## config.mk

```make
export PLATFORM = sky130hd
export DESIGN_NAME = cache_ctrl
export DESIGN_NICKNAME = d
export VERILOG_FILES = /design/src/design/cache_pkg.sv /design/src/design/mem_pkg.sv /design/src/design/cache_ctrl.sv
export SDC_FILE = /design/constraint.sdc
export NUM_CORES = 1
export LEC_CHECK = 0
export ABC_AREA = 1
export BUFFER_PORTS_ARGS = -buffer_cell sky130_fd_sc_hd__clkbuf_2
export CORE_ASPECT_RATIO = 1.5
export CORE_UTILIZATION = 35
export DETAILED_ROUTE_END_ITERATION = 6
export PLACE_DENSITY_LB_ADDON = 0.15
export SLEW_MARGIN = 20
export SYNTH_ARGS = -nofsm -noshare
export SYNTH_HDL_FRONTEND = slang
export SYNTH_SLANG_ARGS = --single-unit
```

## constraint.sdc

```tcl
create_clock -name clk -period 2 [get_ports clk]
set_input_delay 0.2 -clock clk [delete_from_list [all_inputs] [get_ports clk]]
set_output_delay 0.2 -clock clk [all_outputs]
set_load 0.02 [all_outputs]
```

## src/design/cache_pkg.sv

```systemverilog
/* Data cache package. Cache geometry, address field types and the
   processor request, way command and way status records */
package cache_pkg;

   localparam int NUM_SETS   = 256;
   localparam int LINE_WORDS = 4;

   // Bit positions of the address fields
   localparam int WORD_LSB  = 1;
   localparam int INDEX_LSB = 3;
   localparam int TAG_LSB   = 11;

   typedef logic [15:0] addr_t;
   typedef logic [15:0] data_t;
   typedef logic [4:0]  tag_t;
   typedef logic [7:0]  index_t;
   typedef logic [1:0]  word_t;
   typedef logic        way_t;

   localparam word_t LAST_WORD = word_t'(LINE_WORDS - 1);

   typedef struct packed {
      logic  rd;
      logic  wr;
      addr_t addr;
      data_t data;
   } cpu_req_t;

   typedef struct packed {
      logic  data_write;   // Write one word
      logic  tag_write;    // Store tag, set valid, clear dirty
      logic  set_dirty;
      word_t word;
      data_t data;
   } way_cmd_t;

   typedef struct packed {
      logic  valid;
      logic  dirty;
      tag_t  tag;
      data_t rd_data;
   } way_stat_t;

endpackage

```

## src/design/mem_pkg.sv

```systemverilog
/* Backing memory package. Word address type, bank split, latency
   and the request and response records */
package mem_pkg;

   localparam int MEM_LATENCY = 2;   // Read response delay in cycles
   localparam int MEM_WORDS   = 32768;
   localparam int MEM_BANKS   = 4;
   localparam int BANK_WORDS  = MEM_WORDS / MEM_BANKS;

   typedef logic [14:0] mem_addr_t;
   typedef logic [1:0]  bank_t;
   typedef logic [12:0] row_t;

   typedef struct packed {
      logic              rd;
      logic              wr;
      mem_addr_t         addr;
      cache_pkg::data_t  data;
   } mem_req_t;

   typedef struct packed {
      logic              valid;
      cache_pkg::data_t  data;
   } mem_rsp_t;

endpackage

```

## src/design/cache_ctrl.sv

```systemverilog
/* Cache controller FSM. Serves hits, writes back dirty victims,
   fills lines from memory and reports done, hit and error */
`timescale 1ns/1ns
`default_nettype none
module cache_ctrl (
   input  wire logic                  clk,
   input  wire logic                  arst_n,
   input  wire cache_pkg::cpu_req_t   req,
   input  wire logic                  hit,
   input  wire cache_pkg::way_stat_t  target,
   input  wire mem_pkg::mem_rsp_t     mem_rsp,
   output cache_pkg::way_cmd_t        cmd,
   output logic                       lru_update,
   output mem_pkg::mem_req_t          mem_req,
   output cache_pkg::data_t           data_out,
   output logic                       done,
   output logic                       stall,
   output logic                       cache_hit,
   output logic                       err
);
   import cache_pkg::*;

   typedef enum logic [2:0] {
      IDLE,
      CHECK,
      WB,
      FILL_ISSUE,
      FILL_WAIT,
      DONE_ST
   } state_t;

   state_t state;
   state_t state_nxt;
   word_t  cnt;        // Write-back and fill issue counter
   word_t  rsp_cnt;    // Fill responses received
   tag_t   req_tag;
   index_t req_index;
   word_t  req_word;
   logic   req_bad;

   assign req_tag   = req.addr[TAG_LSB +: $bits(tag_t)];
   assign req_index = req.addr[INDEX_LSB +: $bits(index_t)];
   assign req_word  = req.addr[WORD_LSB +: $bits(word_t)];
   assign req_bad   = req.addr[0] || (req.rd && req.wr);   // Misaligned or both strobes

   always_ff @(posedge clk or negedge arst_n) begin
      if (!arst_n) begin
         state   <= IDLE;
         cnt     <= '0;
         rsp_cnt <= '0;
      end else begin
         state <= state_nxt;
         if (state == WB || state == FILL_ISSUE) begin
            cnt <= cnt + 1'b1;   // Wraps to zero after the last word
         end else begin
            cnt <= '0;
         end
         if (state == FILL_ISSUE || state == FILL_WAIT) begin
            if (mem_rsp.valid) begin
               rsp_cnt <= rsp_cnt + 1'b1;
            end
         end else begin
            rsp_cnt <= '0;
         end
      end
   end

   always_comb begin
      state_nxt  = state;
      cmd        = '0;
      cmd.word   = req_word;
      cmd.data   = req.data;
      lru_update = 1'b0;
      mem_req    = '0;
      done       = 1'b0;
      cache_hit  = 1'b0;
      err        = 1'b0;

      case (state)
         IDLE: begin
            if (req.rd || req.wr) begin
               state_nxt = CHECK;
            end
         end
         CHECK: begin
            if (req_bad) begin
               done      = 1'b1;
               err       = 1'b1;
               state_nxt = IDLE;
            end else if (hit) begin
               done           = 1'b1;
               cache_hit      = 1'b1;
               lru_update     = 1'b1;
               cmd.data_write = req.wr;
               cmd.set_dirty  = req.wr;
               state_nxt      = IDLE;
            end else if (target.valid && target.dirty) begin
               state_nxt = WB;
            end else begin
               state_nxt = FILL_ISSUE;
            end
         end
         WB: begin
            cmd.word     = cnt;   // Victim word read out for write-back
            mem_req.wr   = 1'b1;
            mem_req.addr = {target.tag, req_index, cnt};
            mem_req.data = target.rd_data;
            if (cnt == LAST_WORD) begin
               state_nxt = FILL_ISSUE;
            end
         end
         FILL_ISSUE: begin
            mem_req.rd   = 1'b1;
            mem_req.addr = {req_tag, req_index, cnt};
            if (cnt == LAST_WORD) begin
               state_nxt = FILL_WAIT;
            end
         end
         FILL_WAIT: begin
            if (mem_rsp.valid && rsp_cnt == LAST_WORD) begin
               state_nxt = DONE_ST;
            end
         end
         DONE_ST: begin
            done           = 1'b1;
            lru_update     = 1'b1;
            cmd.data_write = req.wr;
            cmd.set_dirty  = req.wr;
            state_nxt      = IDLE;
         end
         default: state_nxt = IDLE;
      endcase

      // Fill responses go into the target way in arrival order
      if (state == FILL_ISSUE || state == FILL_WAIT) begin
         cmd.word       = rsp_cnt;
         cmd.data       = mem_rsp.data;
         cmd.data_write = mem_rsp.valid;
         cmd.tag_write  = mem_rsp.valid && (rsp_cnt == LAST_WORD);
      end
   end

   assign stall    = (state != IDLE) && !done;
   assign data_out = target.rd_data;

   a_done_pulse : assert property (@(posedge clk) disable iff (!arst_n) done |=> !done)
      else $error("done held for more than one cycle");

   a_mem_rd_wr : assert property (@(posedge clk) disable iff (!arst_n)
      !(mem_req.rd && mem_req.wr))
      else $error("Memory read and write in the same cycle");

   // Responses only come back for reads issued by the fill
   a_rsp_in_fill : assert property (@(posedge clk) disable iff (!arst_n)
      mem_rsp.valid |-> (state == FILL_ISSUE || state == FILL_WAIT))
      else $error("Memory response in state %s", state.name());

endmodule
`default_nettype wire

```

==> impl_metrics.json <==
{
  "yosysSeqAreaShare_pct": 14.9,
  "fin_skew_ns": 0.000771,
  "grt_pass1_wl_um": 5480,
  "syn_nets": 306,
  "yosys.area.top_type_share_pct": 31.7,
  "ant_nets": 0,
  "die-area_sq_um": 3590,
  "final-hold-violation-count": 0,
  "synth_area_leaders": "nand2_1, dfrtp_1, inv_1",
  "holdPathStages": 3,
  "clock.fmax_ghz": 0.537,
  "path_clk_slew_ns": 0.04,
  "post-route-period-util_pct": 93.1,
  "grt_usage_pct": 19.2,
  "synth.distinct_cells": 20,
  "first_iter_violations": 23,
  "place_congestion": 0.853,
  "clkLatencyLatePin_ns": 0.23,
  "insertedDiodeCount": 0,
  "post-route-min-period_ns": 1.86,
  "layout_common_cells": "clkbuf_2, nand2_1, inv_1, nor2_1, dfrtp_1",
  "critPathRequiredTime_ns": 1.80,
  "wl_per_cell_um": 9.07,
  "tns_ns": 0,
  "drive_gt1_share_pct": 46.7,
  "worstSetupEndpointType": "output pin",
  "rsz0062_at_grt": "no",
  "num_io_pins": 152,
  "yosys_warnings": 0,
  "cts_tree": "done",
  "cts_root_buf": "clkbuf_8",
  "cp-start-kind": "flip-flop",
  "area_delta_synth_final_pct": 58.5,
  "ff2ff_path_depth": 7,
  "critPathSlowestCell": "dfrtp_1",
  "grt_pass1_vias": 1449,
  "io_buffer_count": 151,
  "crit_family": "simple AND/OR/NAND/NOR gates",
  "min_path_type": "input pin to flip-flop",
  "dpl.hpwl_um": 3230,
  "cp_max_fo": 13,
  "place_area_sq_um": 1810,
  "netlist_instances": 227,
  "yosys_register_bits": 7,
  "viasPerCell": 4.27,
  "max_stage_delay_ns": 0.45,
  "num_rows": 25,
  "grt_antenna_before_repair": 0,
  "worst_ep_arrival_time_ns": 1.66,
  "syn_area_sq_um": 1170,
  "cts_sinks": 7,
  "p_leak_nw": 1.38,
  "worstMarginPinSlew_ns": 0.385,
  "critPathBufInv": 2,
  "critical_path_class": "flip-flop to output pin",
  "vdd_drop_max_uv": 850,
  "maxCapViolCount": 0,
  "clockBufferDepth": 2,
  "initial_core_util_pct": 37.1,
  "globalRouteOverflowTotal": 0,
  "drc": 0,
  "worst-path-stages": 7,
  "first_pass_iters": 4,
  "cts_buffers": 3,
  "die_x_um": 49.3,
  "crit_top_cell": "nand2_1",
  "r2r_slack_ns": 0.63,
  "slew_headroom_pct": 74.3,
  "finalWirelength_um": 3650,
  "utilization_pct": 58.9,
  "power_density_nw_per_um2": 1310,
  "core_sq_um": 3160,
  "fp.dieH_um": 72.9,
  "setup_violations": 0,
  "power.total_mw": 2.44,
  "status": "completed",
  "layout_commonest_cell": "clkbuf_2",
  "synth_largest_area_cell": "nand2_1",
  "final_nets": 442,
  "vias": 1716,
  "grt_start_max_net_pins": 21,
  "crit_chain": "inv_2, nand2_2, nor2_2, nand2_1, nand3_2, nand2_1, clkbuf_2",
  "htree_num_levels": 1,
  "cts_setup_buffers": 0,
  "postLayoutCellArea_sq_um": 1860,
  "syn-mean-instance-area_sq_um": 5.17,
  "maxSlewViolCount": 0
}
## stage by stage
stage,worst slack [ns],instances,hold slack [ns]
after global routing,0.0202,402,0.280
after floorplan,0.551,227,-0.0956
final,0.138,402,0.264
after CTS,0.131,402,0.258
after global placement,0.419,397,0.0455
after detailed placement,0.374,397,0.0470
## cell type report
class	count	area, sq um
fillers	343	1300
repair buffers	154	781
multi-input cells	157	659
flip-flops and latches	7	175
inverters	40	150
well taps	40	50.0
clock buffers	4	45.0
## registers in the layout (all words and copies together) (netlist names)
register and flops:
state 3, cnt 2, rsp_cnt 2
## worst reg2reg max path, cell delays in order, from the launching register on
cell and delay, ns:
dfrtp_1 0.45, inv_2 0.12, nand2_2 0.16, nor2_2 0.31, nor2_1 0.08, nand2_1 0.07, nand2_1 0.05, nand2_1 0.07
## metal layers
layer	vias up	global-route usage (%)	wire length [um]
li1	911	-	-
met1	700	15.9	1270
met2	96	40.8	1970
met3	9	3.75	335
met4	0	9.80	69
met5	-	0	0
## synthesized netlist by cell type, drive strengths merged
cell type  count
nand3          4
nand3b         1
dfrtp          7
nor2          41
buf           23
nand4          2
a21oi          3
or2            1
inv           40
o21ai          1
ha             2
nand2        102
## final timing paths
path,start,end
max,state[2],cmd[17]
min,mem_rsp[16],rsp_cnt[0]
max reg2reg,state[2],state[0]
min reg2reg,cnt[0],cnt[0]
max in group asynchronous,arst_n,cnt[0]
min in group asynchronous,arst_n,rsp_cnt[0]
## where the power goes
part / internal, mW / switching, mW / total (mW)
sequential: 0.192 / 0.0638 / 0.256
clock: 0.138 / 0.0580 / 0.196
combinational: 0.610 / 1.38 / 1.99
total: 0.940 / 1.50 / 2.44
## cell families (layout without fill, tap and decap cells)
logic type / count (synthesis) / in the layout / share of synthesized area (%)
flip-flops: 7 / 7 / 14.9
adder cells (fa/ha/maj): 2 / 2 / 2.13
AND/OR/NAND/NOR: 151 / 151 / 52.0
AO/OA/AOI/OAI: 4 / 4 / 2.03
buffers and inverters: 63 / 198 / 28.9
## timing repair
item	in CTS	in global routing
hold buffers	1	0
endpoints found under the hold margin	7	0
resized for setup	0	0
Note: power is estimated with default switching activity, not from simulation.
