<file path="src/design/cache_pkg.sv">
/* Data cache package. Cache geometry, address field types and the
   processor request, way command and way status records */
package cache_pkg;

   localparam int NUM_SETS   = 256;
   localparam int LINE_WORDS = 4;

   // Bit positions of the address fields
   localparam int WORD_LSB  = 1;
   localparam int INDEX_LSB = 3;
   localparam int TAG_LSB   = 11;

   typedef logic [15:0] addr_t;
   typedef logic [15:0] data_t;
   typedef logic [4:0]  tag_t;
   typedef logic [7:0]  index_t;
   typedef logic [1:0]  word_t;
   typedef logic        way_t;

   localparam word_t LAST_WORD = word_t'(LINE_WORDS - 1);

   typedef struct packed {
      logic  rd;
      logic  wr;
      addr_t addr;
      data_t data;
   } cpu_req_t;

   typedef struct packed {
      logic  data_write;   // Write one word
      logic  tag_write;    // Store tag, set valid, clear dirty
      logic  set_dirty;
      word_t word;
      data_t data;
   } way_cmd_t;

   typedef struct packed {
      logic  valid;
      logic  dirty;
      tag_t  tag;
      data_t rd_data;
   } way_stat_t;

endpackage

</file>
<file path="src/design/way_select.sv">
/* Way selection. Compares both tags, keeps one LRU bit per set,
   picks the target way, steers the command to it and muxes its status back */
`timescale 1ns/1ns
`default_nettype none
module way_select (
   input  wire logic                  clk,
   input  wire logic                  arst_n,
   input  wire cache_pkg::index_t     index,
   input  wire cache_pkg::tag_t       tag_in,
   input  wire cache_pkg::way_cmd_t   cmd,
   input  wire logic                  lru_update,
   input  wire cache_pkg::way_stat_t  stat0,
   input  wire cache_pkg::way_stat_t  stat1,
   output cache_pkg::way_cmd_t        cmd0,
   output cache_pkg::way_cmd_t        cmd1,
   output logic                       hit,
   output cache_pkg::way_stat_t       target
);
   import cache_pkg::*;

   logic [NUM_SETS-1:0] lru_q;   // Way number of the LRU way per set
   logic hit0;
   logic hit1;
   way_t victim;
   way_t sel;

   assign hit0 = stat0.valid && (stat0.tag == tag_in);
   assign hit1 = stat1.valid && (stat1.tag == tag_in);
   assign hit  = hit0 || hit1;

   // Fill an empty way first, otherwise evict the LRU way
   always_comb begin
      if (!stat0.valid) begin
         victim = 1'b0;
      end else if (!stat1.valid) begin
         victim = 1'b1;
      end else begin
         victim = lru_q[index];
      end
   end

   assign sel = hit0 ? 1'b0 : (hit1 ? 1'b1 : victim);

   assign cmd0   = (sel == 1'b0) ? cmd : '0;
   assign cmd1   = (sel == 1'b1) ? cmd : '0;
   assign target = sel ? stat1 : stat0;

   always_ff @(posedge clk or negedge arst_n) begin
      if (!arst_n) begin
         lru_q <= '0;
      end else if (lru_update) begin
         lru_q[index] <= ~sel;   // Other way becomes LRU
      end
   end

   // A tag may live in only one way of a set
   a_single_hit : assert property (@(posedge clk) disable iff (!arst_n) !(hit0 && hit1))
      else $error("Both ways hit for index %0d tag %0d", index, tag_in);

endmodule
`default_nettype wire

</file>
<file path="config.mk">
export PLATFORM = sky130hd
export DESIGN_NAME = way_select
export DESIGN_NICKNAME = d
export VERILOG_FILES = /design/src/design/cache_pkg.sv /design/src/design/way_select.sv
export SDC_FILE = /design/constraint.sdc
export NUM_CORES = 1
export LEC_CHECK = 0
export BUFFER_PORTS_ARGS = -buffer_cell sky130_fd_sc_hd__buf_2
export CORE_MARGIN = 4
export CORE_UTILIZATION = 59
export DETAILED_ROUTE_END_ITERATION = 10
export GPL_TIMING_DRIVEN = 0
export HOLD_SLACK_MARGIN = 0.03
export PLACE_DENSITY = 0.8
export SLEW_MARGIN = 25
export SYNTH_ARGS = -nofsm -noshare
export SYNTH_HDL_FRONTEND = slang
export SYNTH_SLANG_ARGS = --single-unit
</file>
<file path="constraint.sdc">
create_clock -name clk -period 7.3 [get_ports clk]
set_clock_uncertainty 0.1 [all_clocks]
set_input_delay 1.825 -clock clk [delete_from_list [all_inputs] [get_ports clk]]
set_output_delay 1.825 -clock clk [all_outputs]
set_load 0.01 [all_outputs]
</file>
==> results of run 1 <==
critical path, stage by stage:
cell and delay [ns]:
buf_2 0.12, clkbuf_1 0.28, nor2_1 0.65, nand2_1 0.33, o22ai_1 0.35, nand2_1 0.12
nand4_1 0.18, o41ai_4 0.10, buf_4 0.18, nand3_1 0.09, buf_2 0.27, buf_2 0.30
mux2_2 0.36, buf_2 0.14
area by class of cell:
type / count / area, sq um / share of cell area
inverters: 24 / 90.1 / 0.00560
plain buffers: 161 / 803 / 0.0499
multi-input cells: 816 / 6550 / 0.407
clock inverters: 15 / 260 / 0.0162
well taps: 313 / 392 / 0.0243
flip-flops and latches: 256 / 6410 / 0.398
clock buffers: 35 / 768 / 0.0477
repair buffers: 150 / 817 / 0.0508
what timing repair did:
action / in CTS / in global routing
pin swaps: 1 / 0
cloned: 0 / 0
buffers inserted: 2 / 0
endpoints found under the setup margin: 63 / 43
resized for setup: 15 / 16
synth_stat cells (17+ instances only):
master	number
mux2_2	22
nand3_1	17
nor2_1	31
o31ai_2	80
dfrtp_1	256
a31oi_1	22
o21ai_0	258
inv_1	24
mux4_2	57
nand2_1	53
buf_2	32
clkbuf_1	112
o31ai_1	169
mux2i_1	34
metal layers:
layer,GRT usage,part of all wire
met1,0.455,0.35
met2,0.575,0.46
met3,0.118,0.12
met4,0.216,0.070
met5,0,0
power by group through the flow:
stage | registers [mW] | clock network, mW | logic, mW
floorplan | 1.55 | 0 | 0.346
global placement | 1.56 | 0 | 0.520
detailed placement | 1.57 | 0 | 0.538
CTS | 1.55 | 1.58 | 0.547
global route | 1.55 | 1.65 | 0.601
finish | 1.55 | 1.59 | 0.561
worst paths after layout:
path	startpoint	endpoint	slack, ns	depth (start not counted)
min	lru_q[219]	lru_q[219]	0.38	2
max in group asynchronous	arst_n	lru_q[53]	4.57	3
min reg2reg	lru_q[219]	lru_q[219]	0.38	2
max	index[5]	target[21]	0.07	14
min in group asynchronous	arst_n	lru_q[115]	1.21	1
max reg2reg	lru_q[111]	lru_q[187]	3.95	11
metrics by stage:
stage | TNS, ns | cells | util | setup WS (ns) | hold WS [ns]
floorplan | 0 | 1258 | - | 0.810 | 0.343
global placement | -73.04 | 1716 | 0.653 | -0.461 | 0.358
detailed placement | -19.21 | 1718 | 0.656 | -0.518 | 0.365
CTS | 0 | 1769 | 0.703 | 0.0282 | 0.380
global route | -0.0134 | 1770 | 0.706 | -0.0134 | 0.403
finish | 0 | 1770 | 0.706 | 0.0710 | 0.382
kinds of logic (layout without fill, tap and decap cells):
kind of cell,count (synthesis),after routing
flip-flops,256,256
AND/OR/NAND/NOR,136,136
XOR/XNOR,10,10
buffers and inverters,186,385
multiplexers,113,113
AO/OA/AOI/OAI,557,557
==> flow_metrics.env, run 1 <==
export IMPL_synth_area_sq_um=13800
export IMPL_largest_register_ffs=256
export IMPL_period_needed_ns=7.23
export IMPL_vias=12500
export IMPL_start_util=0.604
export IMPL_hold_viol_final=0
export IMPL_synthXorXnorAreaFrac=0.00637
export IMPL_design_area_sq_um=16100
export IMPL_hold_class="reg -> reg"
export IMPL_synth_edf_count=0
export IMPL_layout_drive_gt1_share=0.285
export IMPL_reg_largest_list="lru_q (256)"
export IMPL_cp_start_kind="input port"
export IMPL_drtAntennaViolNets=0
export IMPL_grt_pass1_vias=12700
export IMPL_clkPwrFrac=0.430
export IMPL_grt_max_degree=96
export IMPL_cp_arrival_ns=5.30
export IMPL_yosys_warnings=0
export IMPL_dieArea_sq_um=25800
export IMPL_ys_types=42
export IMPL_gr_total_overflow=0
export IMPL_synthCells=1258
export IMPL_syn_nets=1341
export IMPL_setup_viol_count_final=0
export IMPL_vdd_ir_drop_max_v=0.000262
export IMPL_hpwl_mm=31.7
export IMPL_ys_ff_latch=256
export IMPL_max_freq_mhz=138
export IMPL_synthSimpleGateAreaFrac=0.0450
export IMPL_dr_pass1_iters=7
export IMPL_synth_compound_area_share=0.286
export IMPL_antenna_found_initial=0
export IMPL_grtUsageTotal=0.369
export IMPL_finalNetCount=1520
export IMPL_slew_viol_final=0
export IMPL_area_delta_synth_final_pct=17.0
export IMPL_avgSynthCellArea_sq_um=10.9
export IMPL_htree_levels=1
export IMPL_drv_cap=0
export IMPL_portBuffers=145
export IMPL_p_seq_frac=0.418
export IMPL_p_total_mw=3.70
export IMPL_muxShareOfSynthArea=0.136
export IMPL_root_buffer="clkbuf_16"
export IMPL_remaining_drc_errors=0
export IMPL_status="complete, no violations"
export IMPL_endpoint_kind="output pin"
export IMPL_switchingPower_mw=0.992
export IMPL_drt_iter0_markers=1821
export IMPL_synthAdderAreaFrac=0
export IMPL_worst_setup_path_type="in -> out"
export IMPL_tightest_slew_ns=1.07
export IMPL_gp_congestion=0.957
export IMPL_die_w_microns=161
export IMPL_io_pins=149
export IMPL_synth_top_family_by_area="compound AO/OA/AOI/OAI gates"
export IMPL_insertion_delay_ns=0.55
export IMPL_layout_common_cells="258 x o21ai_0, 256 x dfrtp_1, 169 x o31ai_1"
export IMPL_crit_fanout=10
export IMPL_antenna_cells=0
export IMPL_hold_buffers=0
export IMPL_p_leak_nw=6.89
export IMPL_wire_per_inst_microns=27.4
export IMPL_ys_top_cells_by_area="dfrtp_1 47%, o21ai_0 9.4%, mux4_2 9.3%, o31ai_1 9.2%, o31ai_2 7.3%"
export IMPL_relSlewSlack=0.283
export IMPL_final_common_cell="o21ai_0"
export IMPL_cts_sinks=256
export IMPL_cts_tree="done"
export IMPL_place_area_sq_um=14900
export IMPL_cts_max_path_buffers=3
export IMPL_powerDensity_nw_per_um2=230
export IMPL_largest_register="lru_q"
export IMPL_cell_internal_pwr_mw=2.71
export IMPL_ys_seq_area_frac=0.466
export IMPL_required_ns=5.38
export IMPL_post_route_period_util=0.990
export IMPL_cts_inserted_buffers=28
export IMPL_post_drt_via_cell_ratio=7.06
export IMPL_yosysTopAreaCellShare=0.466
export IMPL_pwr_share_comb=0.152
export IMPL_num_rows=55
export IMPL_fp_dieH_microns=161
export IMPL_synth_main_ff_cell="dfrtp_1"
export IMPL_path_clk_slew_ns=0.07
export IMPL_core_area_sq_um=22800
export IMPL_async_flop_share=1.00
export IMPL_nFillCells=1624
export IMPL_synth_largest_area_cell="dfrtp_1"
export IMPL_grt_pass1_wl_mm=73.4
export IMPL_routed_wl_mm=48.5
export IMPL_switching_share=0.268
Note: power is estimated with default switching activity, not from simulation.
==> inputs of run 2 (changes only) <==
- CORE_UTILIZATION: 59 -> 55
- PLACE_DENSITY: 0.8 -> 0.75
==> run 2 against run 1 <==
Compared with the run above:
- via count is 0.63% lower
- first-iteration DRC count is 0.88% lower
- register-to-register slack worse by 0.10 ns
- sequential power hardly changed
- largest power group is now registers
- design area is 0.91% lower
- count of clock-buffer cells in the layout is 8 higher
- critical path depth is 1 higher
- largest cell class unchanged
==> flow_metrics.env, run 2 (synthesized netlist as in run 1, its figures left out) <==
export IMPL_multi_input_area_sq_um=6540
export IMPL_hpwl_mm=32.8
export IMPL_grt_pass1_wl_mm=73.8
export IMPL_min_delay_worst_endpoint="lru_q[218]"
export IMPL_vias=12400
export IMPL_portBuffers=145
export IMPL_cp_arrival_ns=5.27
export IMPL_dr_pass1_iters=5
export IMPL_nFillCells=1968
export IMPL_core_area_sq_um=24500
export IMPL_layout_drive_gt1_share=0.279
export IMPL_slew_viol_final=0
export IMPL_finalNetCount=1520
export IMPL_start_util=0.562
export IMPL_gp_congestion=0.959
export IMPL_hp_start="lru_q[218]"
export IMPL_cpPeakStageDelay_ns=0.52
export IMPL_crit_fanout=10
export IMPL_worst_setup_path_type="in -> out"
export IMPL_crit_chain="buf_2 > clkbuf_4 > buf_4 > buf_4 > mux2i_1 > nand2_1 > a311oi_1 > nand4_1 > o41ai_4 > nand3_1 > buf_2 > clkbuf_4 > clkbuf_4 > nor2_1 > buf_2"
export IMPL_htree_levels=1
export IMPL_p_total_mw=3.49
export IMPL_reg_largest_list="lru_q (256)"
export IMPL_cp_slowest_cell="o41ai_4"
export IMPL_max_freq_mhz=139
export IMPL_root_buffer="clkbuf_16"
export IMPL_reg2regPathDepth=10
export IMPL_final_core_util=0.652
export IMPL_path_buf_inv=8
export IMPL_area_delta_synth_final_pct=15.9
export IMPL_dieArea_sq_um=27600
export IMPL_fp_dieH_microns=166
export IMPL_cts_inserted_buffers=28
export IMPL_cp_start_kind="input port"
export IMPL_hold_class="reg -> reg"
export IMPL_antenna_found_initial=1
export IMPL_period_needed_ns=7.19
export IMPL_endpoint_kind="output pin"
export IMPL_tightest_slew_ns=1.18
export IMPL_antenna_cells=0
export IMPL_whs_path_depth=2
export IMPL_vdd_ir_drop_max_v=0.000209
export IMPL_status="complete, no violations"
export IMPL_hold_viol_final=0
export IMPL_grtUsageTotal=0.346
export IMPL_use_met1=0.458
export IMPL_cts_sinks=256
export IMPL_remaining_drc_errors=0
export IMPL_post_route_period_util=0.985
export IMPL_final_common_cell="o21ai_0"
export IMPL_worst_r2r_endpoint="lru_q[185]"
export IMPL_drt_iter0_markers=1805
export IMPL_use_met3=0.0866
export IMPL_worstReg2RegStart="lru_q[103]"
export IMPL_rsz0062_at_grt="no"
export IMPL_top_usage_layer="met2"
export IMPL_drv_cap=0
export IMPL_relSlewSlack=0.210
export IMPL_grt_max_degree=95
export IMPL_io_pins=149
export IMPL_num_rows=57
export IMPL_layout_common_cells="258 x o21ai_0, 256 x dfrtp_1, 169 x o31ai_1"
export IMPL_cts_max_path_buffers=3
export IMPL_gr_total_overflow=0
export IMPL_setup_viol_count_final=0
export IMPL_routed_wl_mm=49.3
export IMPL_cts_tree="done"
export IMPL_die_w_microns=166
export IMPL_largest_register_ffs=256
export IMPL_grt_util_met2=0.533
export IMPL_powerDensity_nw_per_um2=219
export IMPL_required_ns=5.38
export IMPL_wire_per_inst_microns=27.8
export IMPL_insertion_delay_ns=0.55
export IMPL_drtAntennaViolNets=0
export IMPL_grt_pass1_vias=12200
export IMPL_largest_register="lru_q"
export IMPL_path_clk_slew_ns=0.06
export IMPL_r2r_slack_ns=3.85
export IMPL_p_leak_nw=6.82
export IMPL_cp_top_family="buffers and inverters"
export IMPL_post_drt_via_cell_ratio=6.99
export IMPL_seq_area_sq_um=6410
run 2: power by group:
part | total (mW) | leakage [nW] | switching, mW | internal [mW]
logic | 0.564 | 2.86 | 0.351 | 0.213
registers | 1.55 | 3.52 | 0.0431 | 1.50
clock network | 1.37 | 0.434 | 0.577 | 0.798
total | 3.49 | 6.82 | 0.971 | 2.52
run 2: cell type report:
cell class	count	area share
buffer	162	0.0503
clock buffer	43	0.0538
clock inverter	3	0.000942
inverter	24	0.00565
multi-input combinational	816	0.410
sequential	256	0.402
tap	324	0.0254
timing repair buffer	149	0.0518
run 2: worst max path at each step:
stage                         from          to  depth (start not counted)
after CTS                 index[1]  target[21]                         14
after global placement    index[0]     cmd0[8]                         16
after global routing      index[5]   target[8]                         13
after detailed placement  index[0]     cmd0[8]                         16
final                     index[1]     cmd0[8]                         15
after floorplan           index[1]     cmd0[0]                         14
run 2: per-layer routing:
metal | routed length [microns] | share of wire | vias up
met1 | 17900 | 0.36 | 6163
met3 | 5820 | 0.12 | 224
met4 | 3180 | 0.065 | 2
met5 | 9 | 0.00018 | -
met2 | 22400 | 0.45 | 881
li1 | - | - | 5145
run 2: what timing repair did:
item | in CTS | in global routing
setup buffers | 1 | 0
resized for setup | 9 | 21
pin swaps | 1 | 0
endpoints found under the setup margin | 63 | 45
hold buffers | 0 | 0
run 2: per-stage QoR:
step                      cells  TNS, ns  setup slack, ns  area, sq um  hold WS [ns]
after detailed placement   1730   -21.42           -0.507        15000         0.367
final                      1777        0            0.108        15900         0.375
after global placement     1727   -92.16           -0.467        14900         0.359
after floorplan            1258        0            0.810        13800         0.343
after CTS                  1777        0         0.000793        15900         0.381
after global routing       1777        0           0.0182        15900         0.399
run 2: worst min-delay path, cell delays in order (launching register included):
cell,delay (ns)
dfrtp_1,0.34
nand2_1,0.04
o21ai_0,0.05
